[src/source/fetchExecPkg.sv]
package fetchExecPkg;

   typedef logic [31:0] byteAddr_t;
   typedef logic [29:0] dwordAddr_t;
   typedef logic [31:0] dataWord_t;
   typedef logic [3:0]  byteEnable_t;
   typedef logic [3:0]  queuePtr_t;
   typedef logic [4:0]  queueCount_t;
   typedef logic [7:0]  opcodeByte_t;

   localparam byteAddr_t resetVector = 32'h000F_FFF0;
   localparam int queueDepth = 16;
   localparam int fetchBytes = 4;
   // Longest instruction is opcode plus a dword immediate
   localparam int windowBytes = 5;

   localparam opcodeByte_t opNop       = 8'h90;
   localparam opcodeByte_t opIncEax    = 8'h40;
   localparam opcodeByte_t opIncEbx    = 8'h43;
   localparam opcodeByte_t opMovEaxImm = 8'hB8;
   localparam opcodeByte_t opMovEbxImm = 8'hBB;
   localparam opcodeByte_t opJmpShort  = 8'hEB;
   localparam opcodeByte_t opOutAl     = 8'hE6;
   localparam opcodeByte_t opMovStore  = 8'h89;
   localparam opcodeByte_t opHlt       = 8'hF4;

   typedef enum logic {
      widthByte,
      widthDword
   } accessWidth_t;

   typedef enum logic [1:0] {
      stateTi,
      stateT1,
      stateT2,
      stateTh
   } busState_t;

   typedef enum logic [1:0] {
      execDecode,
      execWaitBus,
      execHalt
   } execState_t;

   typedef struct packed {
      logic         pending;
      logic         write;
      logic         memory;
      logic         code;
      accessWidth_t width;
      byteAddr_t    addr;
      dataWord_t    data;
   } busRequest_t;

   // Entry 0 is the oldest byte in the queue
   typedef struct packed {
      queueCount_t                       count;
      opcodeByte_t [windowBytes - 1:0]   bytes;
   } fetchWindow_t;

endpackage

[src/source/busCycleFsm.sv]
`timescale 1ns/1ps

module busCycleFsm (
   input  logic                      CLOCK,
   input  logic                      RESET,
   input  logic                      readyN,
   input  logic                      hold,
   input  fetchExecPkg::dataWord_t   dataIn,
   input  fetchExecPkg::busRequest_t codeRequest,
   input  fetchExecPkg::busRequest_t dataRequest,
   output logic                      codeDone,
   output logic                      dataDone,
   output fetchExecPkg::dataWord_t   readData,
   output fetchExecPkg::dwordAddr_t  address,
   output fetchExecPkg::byteEnable_t byteEnableN,
   output logic                      writeReadN,
   output logic                      dataCodeN,
   output logic                      memIoN,
   output logic                      adsN,
   output fetchExecPkg::dataWord_t   dataOut
);

   fetchExecPkg::busState_t    state;
   fetchExecPkg::busRequest_t  winner;
   logic                       grantData;
   logic                       startCycle;

   // Active-low lane enables from width and low address bits
   function automatic fetchExecPkg::byteEnable_t enableFor(
      fetchExecPkg::accessWidth_t width,
      logic [1:0]                 offset
   );
      fetchExecPkg::byteEnable_t lanes;
      if (width == fetchExecPkg::widthByte)
      begin
         lanes = ~(4'b0001 << offset);
      end
      else
      begin
         case (offset)
            2'd0:    lanes = 4'b0000;
            2'd1:    lanes = 4'b0001;
            2'd2:    lanes = 4'b0011;
            default: lanes = 4'b0111;
         endcase
      end
      return lanes;
   endfunction

   // Byte writes go out on the lane picked by the address
   function automatic fetchExecPkg::dataWord_t laneData(fetchExecPkg::busRequest_t request);
      fetchExecPkg::dataWord_t word;
      if (request.width == fetchExecPkg::widthByte)
         word = fetchExecPkg::dataWord_t'(request.data[7:0]) << (8 * request.addr[1:0]);
      else
         word = request.data;
      return word;
   endfunction

   // Data cycles win over code fetches
   assign winner = dataRequest.pending ? dataRequest : codeRequest;

   assign startCycle = winner.pending && !hold &&
                       (state == fetchExecPkg::stateTi || state == fetchExecPkg::stateTh);

   assign codeDone = (state == fetchExecPkg::stateT2) && !readyN && !grantData;
   assign dataDone = (state == fetchExecPkg::stateT2) && !readyN && grantData;
   assign readData = dataIn;

   always_ff @(posedge CLOCK or posedge RESET)
   begin
      if (RESET)
      begin
         state       <= fetchExecPkg::stateTi;
         adsN        <= 1'b1;
         grantData   <= 1'b0;
         address     <= '0;
         byteEnableN <= '1;
         writeReadN  <= 1'b0;
         dataCodeN   <= 1'b1;
         memIoN      <= 1'b0;
      end
      else
      begin
         case (state)
            fetchExecPkg::stateTi:
               if (hold)
                  state <= fetchExecPkg::stateTh;
               else if (winner.pending)
                  state <= fetchExecPkg::stateT1;
            fetchExecPkg::stateTh:
               if (!hold)
                  state <= winner.pending ? fetchExecPkg::stateT1 : fetchExecPkg::stateTi;
            fetchExecPkg::stateT1:
               state <= fetchExecPkg::stateT2;
            fetchExecPkg::stateT2:
               if (!readyN)
                  state <= fetchExecPkg::stateTi;
            default:
               state <= fetchExecPkg::stateTi;
         endcase

         // Strobe only during T1
         adsN <= !startCycle;

         if (startCycle)
         begin
            grantData   <= dataRequest.pending;
            address     <= winner.addr[31:2];
            byteEnableN <= enableFor(winner.width, winner.addr[1:0]);
            writeReadN  <= winner.write;
            dataCodeN   <= !winner.code;
            memIoN      <= winner.memory;
         end
      end
   end

   always_ff @(posedge CLOCK)
   begin
      if (startCycle)
         dataOut <= laneData(winner);
   end

   adsSingleCycle: assert property (@(posedge CLOCK) disable iff (RESET)
      !adsN |=> adsN)
      else $error("ADS_n held low for more than one cycle");

   // Misaligned dword stores are not split
   dwordStoreAligned: assert property (@(posedge CLOCK) disable iff (RESET)
      dataRequest.pending && dataRequest.width == fetchExecPkg::widthDword
         |-> dataRequest.addr[1:0] == 2'b00)
      else $error("misaligned dword data request at %h", dataRequest.addr);

endmodule

[src/source/fetchExecTop.sv]
`timescale 1ns/1ps

module fetchExecTop (
   input  logic                      CLOCK,
   input  logic                      RESET,
   input  fetchExecPkg::dataWord_t   dataIn,
   input  logic                      readyN,
   input  logic                      hold,
   output fetchExecPkg::dwordAddr_t  address,
   output fetchExecPkg::byteEnable_t byteEnableN,
   output logic                      writeReadN,
   output logic                      dataCodeN,
   output logic                      memIoN,
   output logic                      adsN,
   output fetchExecPkg::dataWord_t   dataOut
);

   fetchExecPkg::busRequest_t  codeRequest;
   fetchExecPkg::busRequest_t  dataRequest;
   fetchExecPkg::dataWord_t    readData;
   fetchExecPkg::fetchWindow_t window;
   fetchExecPkg::byteAddr_t    flushTarget;
   logic                       codeDone;
   logic                       dataDone;
   logic                       flush;
   logic [2:0]                 consume;

   busCycleFsm bus0 (
      .CLOCK       (CLOCK),
      .RESET       (RESET),
      .readyN      (readyN),
      .hold        (hold),
      .dataIn      (dataIn),
      .codeRequest (codeRequest),
      .dataRequest (dataRequest),
      .codeDone    (codeDone),
      .dataDone    (dataDone),
      .readData    (readData),
      .address     (address),
      .byteEnableN (byteEnableN),
      .writeReadN  (writeReadN),
      .dataCodeN   (dataCodeN),
      .memIoN      (memIoN),
      .adsN        (adsN),
      .dataOut     (dataOut)
   );

   prefetchQueue queue0 (
      .CLOCK       (CLOCK),
      .RESET       (RESET),
      .codeDone    (codeDone),
      .readData    (readData),
      .consume     (consume),
      .flush       (flush),
      .flushTarget (flushTarget),
      .codeRequest (codeRequest),
      .window      (window)
   );

   instructionDecoder decoder0 (
      .CLOCK       (CLOCK),
      .RESET       (RESET),
      .window      (window),
      .dataDone    (dataDone),
      .dataRequest (dataRequest),
      .consume     (consume),
      .flush       (flush),
      .flushTarget (flushTarget)
   );

endmodule

[src/source/instructionDecoder.sv]
`timescale 1ns/1ps

module instructionDecoder (
   input  logic                       CLOCK,
   input  logic                       RESET,
   input  fetchExecPkg::fetchWindow_t window,
   input  logic                       dataDone,
   output fetchExecPkg::busRequest_t  dataRequest,
   output logic [2:0]                 consume,
   output logic                       flush,
   output fetchExecPkg::byteAddr_t    flushTarget
);

   fetchExecPkg::execState_t   state;
   fetchExecPkg::dataWord_t    eax;
   fetchExecPkg::dataWord_t    ebx;
   fetchExecPkg::byteAddr_t    ip;
   fetchExecPkg::opcodeByte_t  opcode;
   fetchExecPkg::queueCount_t  needed;
   fetchExecPkg::dataWord_t    immediate;
   logic                       present;
   logic                       requestPending;
   logic                       requestMemory;
   fetchExecPkg::accessWidth_t requestWidth;
   fetchExecPkg::byteAddr_t    requestAddr;
   fetchExecPkg::dataWord_t    requestData;

   assign opcode    = window.bytes[0];
   assign immediate = {window.bytes[4], window.bytes[3], window.bytes[2], window.bytes[1]};

   // Bytes each instruction needs in the queue
   always_comb
   begin
      case (opcode)
         fetchExecPkg::opMovEaxImm,
         fetchExecPkg::opMovEbxImm:
            needed = 5'd5;
         fetchExecPkg::opJmpShort,
         fetchExecPkg::opOutAl,
         fetchExecPkg::opMovStore:
            needed = 5'd2;
         default:
            needed = 5'd1;
      endcase
   end

   assign present = (state == fetchExecPkg::execDecode) && (window.count >= needed);

   assign flush       = present && (opcode == fetchExecPkg::opJmpShort);
   assign flushTarget = ip + 32'd2 + {{24{window.bytes[1][7]}}, window.bytes[1]};

   // Bus instructions keep their bytes until the write is done
   always_comb
   begin
      if (state == fetchExecPkg::execWaitBus)
      begin
         consume = dataDone ? 3'd2 : 3'd0;
      end
      else if (!present)
      begin
         consume = 3'd0;
      end
      else
      begin
         case (opcode)
            fetchExecPkg::opJmpShort,
            fetchExecPkg::opOutAl,
            fetchExecPkg::opMovStore:
               consume = 3'd0;
            fetchExecPkg::opMovEaxImm,
            fetchExecPkg::opMovEbxImm:
               consume = 3'd5;
            default:
               consume = 3'd1;
         endcase
      end
   end

   always_comb
   begin
      dataRequest         = '0;
      dataRequest.pending = requestPending;
      dataRequest.write   = 1'b1;
      dataRequest.memory  = requestMemory;
      dataRequest.width   = requestWidth;
      dataRequest.addr    = requestAddr;
      dataRequest.data    = requestData;
   end

   always_ff @(posedge CLOCK or posedge RESET)
   begin
      if (RESET)
      begin
         state          <= fetchExecPkg::execDecode;
         eax            <= '0;
         ebx            <= '0;
         ip             <= fetchExecPkg::resetVector;
         requestPending <= 1'b0;
      end
      else
      begin
         // Pointer follows the bytes taken from the queue
         if (flush)
            ip <= flushTarget;
         else
            ip <= ip + fetchExecPkg::byteAddr_t'(consume);

         case (state)
            fetchExecPkg::execDecode:
               if (present)
               begin
                  case (opcode)
                     fetchExecPkg::opIncEax:    eax <= eax + 32'd1;
                     fetchExecPkg::opIncEbx:    ebx <= ebx + 32'd1;
                     fetchExecPkg::opMovEaxImm: eax <= immediate;
                     fetchExecPkg::opMovEbxImm: ebx <= immediate;
                     fetchExecPkg::opOutAl,
                     fetchExecPkg::opMovStore:
                     begin
                        requestPending <= 1'b1;
                        state          <= fetchExecPkg::execWaitBus;
                     end
                     fetchExecPkg::opHlt:       state <= fetchExecPkg::execHalt;
                     default:                   ;
                  endcase
               end
            fetchExecPkg::execWaitBus:
               if (dataDone)
               begin
                  requestPending <= 1'b0;
                  state          <= fetchExecPkg::execDecode;
               end
            default:
               ;
         endcase
      end
   end

   // Request fields, stable while pending
   always_ff @(posedge CLOCK)
   begin
      if (present && opcode == fetchExecPkg::opOutAl)
      begin
         requestMemory <= 1'b0;
         requestWidth  <= fetchExecPkg::widthByte;
         requestAddr   <= {24'd0, window.bytes[1]};
         requestData   <= eax;
      end
      else if (present && opcode == fetchExecPkg::opMovStore)
      begin
         requestMemory <= 1'b1;
         requestWidth  <= fetchExecPkg::widthDword;
         requestAddr   <= ebx;
         requestData   <= eax;
      end
   end

endmodule

[src/source/prefetchQueue.sv]
`timescale 1ns/1ps

module prefetchQueue (
   input  logic                       CLOCK,
   input  logic                       RESET,
   input  logic                       codeDone,
   input  fetchExecPkg::dataWord_t    readData,
   input  logic [2:0]                 consume,
   input  logic                       flush,
   input  fetchExecPkg::byteAddr_t    flushTarget,
   output fetchExecPkg::busRequest_t  codeRequest,
   output fetchExecPkg::fetchWindow_t window
);

   fetchExecPkg::opcodeByte_t ring [fetchExecPkg::queueDepth];
   fetchExecPkg::queuePtr_t   readPtr;
   fetchExecPkg::queuePtr_t   writePtr;
   fetchExecPkg::queueCount_t count;
   fetchExecPkg::queueCount_t written;
   fetchExecPkg::byteAddr_t   fetchPtr;
   fetchExecPkg::byteAddr_t   requestAddr;
   logic                      requestPending;
   logic                      discard;
   logic [1:0]                skip;
   logic                      writeEnable;
   logic                      issue;

   // Data of a fetch overtaken by a flush is dropped
   assign writeEnable = codeDone && !discard && !flush;
   assign written = writeEnable ?
                    fetchExecPkg::queueCount_t'(fetchExecPkg::fetchBytes - skip) : '0;
   assign issue = !requestPending && !flush &&
                  count <= fetchExecPkg::queueCount_t'(fetchExecPkg::queueDepth -
                                                      fetchExecPkg::fetchBytes);

   always_comb
   begin
      codeRequest         = '0;
      codeRequest.pending = requestPending;
      codeRequest.memory  = 1'b1;
      codeRequest.code    = 1'b1;
      codeRequest.width   = fetchExecPkg::widthDword;
      codeRequest.addr    = requestAddr;
   end

   always_comb
   begin
      window.count = count;
      for (int i = 0; i < fetchExecPkg::windowBytes; i++)
         window.bytes[i] = ring[readPtr + fetchExecPkg::queuePtr_t'(i)];
   end

   // Little-endian, leading bytes skipped after a jump
   always_ff @(posedge CLOCK)
   begin
      if (writeEnable)
      begin
         for (int i = 0; i < fetchExecPkg::fetchBytes; i++)
            if (i >= skip)
               ring[writePtr + fetchExecPkg::queuePtr_t'(i - skip)] <= readData[8 * i +: 8];
      end
   end

   always_ff @(posedge CLOCK or posedge RESET)
   begin
      if (RESET)
      begin
         readPtr        <= '0;
         writePtr       <= '0;
         count          <= '0;
         fetchPtr       <= fetchExecPkg::resetVector;
         requestAddr    <= fetchExecPkg::resetVector;
         requestPending <= 1'b0;
         discard        <= 1'b0;
         skip           <= '0;
      end
      else
      begin
         if (flush)
         begin
            readPtr  <= '0;
            writePtr <= '0;
            count    <= '0;
            fetchPtr <= {flushTarget[31:2], 2'b00};
            skip     <= flushTarget[1:0];
            discard  <= requestPending && !codeDone;
         end
         else
         begin
            readPtr  <= readPtr + fetchExecPkg::queuePtr_t'(consume);
            writePtr <= writePtr + fetchExecPkg::queuePtr_t'(written);
            count    <= count + written - fetchExecPkg::queueCount_t'(consume);
            if (writeEnable)
               skip <= '0;
            if (codeDone)
               discard <= 1'b0;
            if (issue)
               fetchPtr <= fetchPtr + fetchExecPkg::byteAddr_t'(fetchExecPkg::fetchBytes);
         end

         if (codeDone)
         begin
            requestPending <= 1'b0;
         end
         else if (issue)
         begin
            requestPending <= 1'b1;
            requestAddr    <= fetchPtr;
         end
      end
   end

   queueRoom: assert property (@(posedge CLOCK) disable iff (RESET)
      writeEnable |-> count <= fetchExecPkg::queueCount_t'(fetchExecPkg::queueDepth -
                                                         fetchExecPkg::fetchBytes))
      else $error("code fetch written with %0d bytes queued", count);

   consumeBounded: assert property (@(posedge CLOCK) disable iff (RESET)
      consume <= count)
      else $error("consume %0d exceeds queue count %0d", consume, count);

endmodule

[config.mk]
export PLATFORM = sky130hd
export DESIGN_NAME = fetchExecTop
export DESIGN_NICKNAME = d
export VERILOG_FILES = /design/src/source/fetchExecPkg.sv /design/src/source/busCycleFsm.sv /design/src/source/fetchExecTop.sv /design/src/source/instructionDecoder.sv /design/src/source/prefetchQueue.sv
export SDC_FILE = /design/constraint.sdc
export NUM_CORES = 2
export LEC_CHECK = 0
export BUFFER_PORTS_ARGS = -buffer_cell sky130_fd_sc_hd__buf_2
export CORE_MARGIN = 8
export CORE_UTILIZATION = 25
export DETAILED_ROUTE_END_ITERATION = 8
export GPL_TIMING_DRIVEN = 0
export PLACE_DENSITY = 0.41
export RECOVER_POWER = 50
export SLEW_MARGIN = 20
export SYNTH_ARGS = -nofsm -noshare
export SYNTH_HDL_FRONTEND = slang
export SYNTH_SLANG_ARGS = --single-unit
[constraint.sdc]
create_clock -name CLOCK -period 8.22 [get_ports CLOCK]
set_clock_uncertainty 0.1 [all_clocks]
set_input_delay 1.233 -clock CLOCK [delete_from_list [all_inputs] [get_ports CLOCK]]
set_output_delay 1.233 -clock CLOCK [all_outputs]
set_load 0.005 [all_outputs]
==> summary.md <==
| Metric | Value |
|---|---|
| DRT iter0 DRCs | 2274 |
| Worst hold slack | 0.353 ns |
| Final Hold Viols | 0 |
| Setup Fix Bufs, Post-CTS | 0 |
| CTS Root Cell | clkbuf_16 |
| Avg WL per Cell | 26.4 um |
| Power per cell area | 472 nW/um^2 |
| Gr usage total | 18.0% |
| Comb power frac | 62.5% |
| Vias | 24904 |
| TritonCTS buffer count | 55 |
| CP required | 8.65 ns |
| Hold Path End | decoder0.requestAddr[31]$_SDFFE_PP0P_ |
| Sinks on Clock Net | 441 |
| R2R depth | 20 |
| Pins Over Slew Limit | 221 |
| Synth Flop Type | edfxtp_1 |
| Vias in the first global route | 24299 |
| Final setup margin | 0.463 ns |
| HPWL Detailed | 91.2 mm |
| FF+latch count, synth | 441 |
| P_sw | 7.57 mW |
| Crit path kind | reg2reg |
| Port bufs | 96 |
| DRT Pass-1 Iters | 5 |
| Hold Crit Start | decoder0.requestAddr[31]$_SDFFE_PP0P_ |
| # nets final | 3173 |
| Outcome | complete, but fails checks |
| Failing checks | max-capacitance violations, max-slew violations |
| Total routed wirelength | 121 mm |
| CP Max Fanout | 10 |
| Initial antenna violation count | 6 |
| Crit path launch | queue0.readPtr[1]$_DFF_PP0_ |
| Number of flops mapped to enable cells by yosys | 200 |
| Hold-critical path depth | 2 |
| Area share of the leading cell type in the synthesized netlist | 20.4% |
| Residual DRC | 0 |
| Sequential-to-total area share from yosys stat | 40.6% |
| Yosys cell types | 76 |
| Final Wtd Congestion | 0.960 |
| Clock Power Share | 16.3% |
| Ratio of cells with drive above 1 in the final layout | 16.1% |
| Largest net degree at the start of global routing | 90 |
| Io pins | 106 |
| Reg2reg end | queue0.fetchPtr[28]$_DFFE_PP0P_ |
| Gr ovfl total | 0 |
| Post-Place Worst Slack | -2.13 ns |
| Startpoint Class | register |
| First-pass GRT wire length | 175 mm |
| Hold-fix buffers, CTS | 0 |
| CTS H-Tree Depth | 2 |
| Async SR Flop Fraction | 49.0% |
| Net Sw Frac | 47.3% |
| Worst setup EP type | register |
| Synth warn | 0 |
| Via/cell ratio | 5.41 |
| Rel. slew slack | -186% |
| Flop pwr share | 21.2% |
| Core Area | 117000 sq um |
| Routed Antenna Nets | 0 |
| CTS Buffer Depth | 3 |
| Clock transition at the registers of the reported paths | 0.06 ns |
| Post-route minimum period | 7.76 ns |
| Final setup viols | 0 |
| RSZ-0062 raised after global routing | false |
| Crit share post-route | 94.4% |
| Area contributors post-synth | edfxtp_1 20%, dfrtp_1 14%, mux4_2 13%, dfstp_2 4.8%, ha_1 4.5% |
| Worst r2r src | queue0.readPtr[1]$_DFF_PP0_ |
| Max Cap Viol | 3 |
| Initial core utilization | 25.1% |
| Max Clk Rate | 0.129 GHz |
| Setup TNS | 0 ns |
| Worst slew pin tran | 4.28 ns |
| Lkg Pwr | 12.5 nW |
| Row Count | 126 |
| Maximum vdd drop | 0.316 mV |
| Syn Nets | 3013 |
| Die H | 359 um |
| Post-Syn Area | 29500 sq um |
| Mapped Avg Cell Area | 10.3 sq um |
| Die Area | 129000 sq um |
| Area delta synth->final | 15.0% |
| Post-synth top area cell | edfxtp_1 |
| Die width | 359 um |
| Syn Inst Count | 2862 |
| Internal power | 8.43 mW |
| Total Power | 16.0 mW |
| Crit path DAT | 8.19 ns |
| CTS tree | built |
| Clk_lat worst skew | 0.67 ns |
| Worst min-delay path category | reg2reg |
| R2r setup slk | 0.46 ns |
## power groups by stage
stage               sequential (mW)  clock, mW  combinational, mW
floorplan                      3.24          0               6.86
global placement               3.41          0               9.96
detailed placement             3.42          0               9.97
CTS                            3.38       2.68               10.0
global route                   3.45       2.75               10.9
finish                         3.39       2.61               10.0
## placed cells by master, fill, tap and decap left out, drive strengths merged, types with 23 or more instances in the layout
master	synthesis	layout
nand2	333	333
a21oi	275	275
clkbuf	133	262
nor2	205	205
edfxtp	200	200
mux4	168	168
dfrtp	162	162
o22ai	122	122
o21ai	117	117
mux2i	106	106
ha	106	106
buf	56	94
nand3	82	82
inv	64	66
xnor2	58	58
and3	54	54
dfstp	54	54
nor2b	46	46
mux2	46	46
xor2	43	43
a21o	40	40
and2	39	39
a31oi	38	38
nor3	38	38
a22oi	33	33
a211oi	30	30
dfxtp	25	25
clkinv	0	23
## cells by family (layout without fill, tap and decap cells)
| group | Yosys count | count (layout) | synth area share [%] |
|---|---|---|---|
| buffers and inverters | 253 | 458 | 3.47 |
| AOI/OAI and AO/OA | 738 | 738 | 15.2 |
| adders and majority gates | 115 | 115 | 5.11 |
| other | 0 | 3 | 0 |
| xor gates and xnor gates | 101 | 101 | 3.00 |
| muxes | 320 | 320 | 18.2 |
| DFF | 441 | 441 | 40.6 |
| and+or+nand+nor | 894 | 894 | 14.4 |
## registers in the layout, indices dropped and copies added, names as in the netlist, 2 cells and up
signal,flops
bus0.dataOut,32
queue0.fetchPtr,30
queue0.count,5
bus0.address,30
bus0.byteEnableN,4
decoder0.ebx,32
queue0.readPtr,4
decoder0.ip,32
bus0.state,2
decoder0.eax,32
queue0.skip,2
decoder0.state,2
queue0.writePtr,4
queue0.requestAddr,30
queue0.ring,128
decoder0.requestAddr,32
decoder0.requestData,32
## per-stage QoR
stage	instances	utilization, %	instance area [sq um]
3_3_place_gp	4494	27.1	31900
2_1_floorplan	2862	-	29500
3_5_place_dp	4502	27.3	32000
6_report	4606	28.9	33900
5_1_grt	4603	28.9	33900
4_1_cts	4602	28.9	34000
## metal layers
layer	track usage [%]	vias to the layer above	wire, um
li1	-	11104	-
met1	24.7	12381	53400
met2	27.4	1140	52900
met3	3.79	279	9360
met4	7.37	0	5720
met5	0	-	0
## synthesized netlist by cell type, types with 54 or more instances
cell / number
nand2_1: 329
a21oi_1: 261
edfxtp_1: 200
nor2_1: 199
mux4_2: 168
dfrtp_1: 162
clkbuf_1: 133
o22ai_1: 122
o21ai_0: 113
ha_1: 106
mux2i_1: 106
nand3_1: 77
inv_1: 64
xnor2_1: 58
and3_1: 54
dfstp_2: 54
## layout make-up
cell class | instances | area [sq um]
Antenna cell | 3 | 7.51
Buffer | 187 | 779
Clock buffer | 65 | 1500
Clock inverter | 37 | 432
Fill cell | 12273 | 83500
Inverter | 64 | 241
Multi-Input combinational cell | 2168 | 16600
Sequential cell | 441 | 12000
Tap cell | 1536 | 1920
Timing Repair Buffer | 105 | 485
## repair_timing
item | in CTS | in global routing
resized for setup | 16 | 9
endpoints found under the hold margin | 0 | 0
endpoints found under the setup margin | 54 | 12
## worst max-delay path, stage by stage (launching register included)
cell	delay, ns
dfrtp_1	0.58
buf_2	0.39
buf_2	0.35
buf_2	0.38
inv_1	0.12
ha_2	0.60
buf_2	0.40
clkbuf_1	0.72
mux4_2	0.45
mux4_2	0.61
ha_1	0.25
ha_1	0.39
a21o_1	0.14
a21oi_1	0.06
nor2b_1	0.21
a211o_1	0.19
nand2_1	0.13
o311ai_1	0.62
a21boi_0	0.35
o211ai_1	0.38
a22oi_1	0.15
## worst max-delay path by stage
stage | to | slack (ns) | cells after the start
3_3_place_gp | decoder0.eax[13]$_DFFE_PP0P_ | -2.56 | 2
6_report | queue0.fetchPtr[28]$_DFFE_PP0P_ | 0.46 | 20
4_1_cts | decoder0.ip[29]$_DFF_PP0_ | 0.1 | 24
3_5_place_dp | queue0.fetchPtr[28]$_DFFE_PP0P_ | -2.13 | 24
5_1_grt | queue0.fetchPtr[29]$_DFFE_PP0P_ | 0.05 | 24
2_1_floorplan | queue0.fetchPtr[28]$_DFFE_PP0P_ | 0.76 | 24
Power figures use the tool's default switching activity.
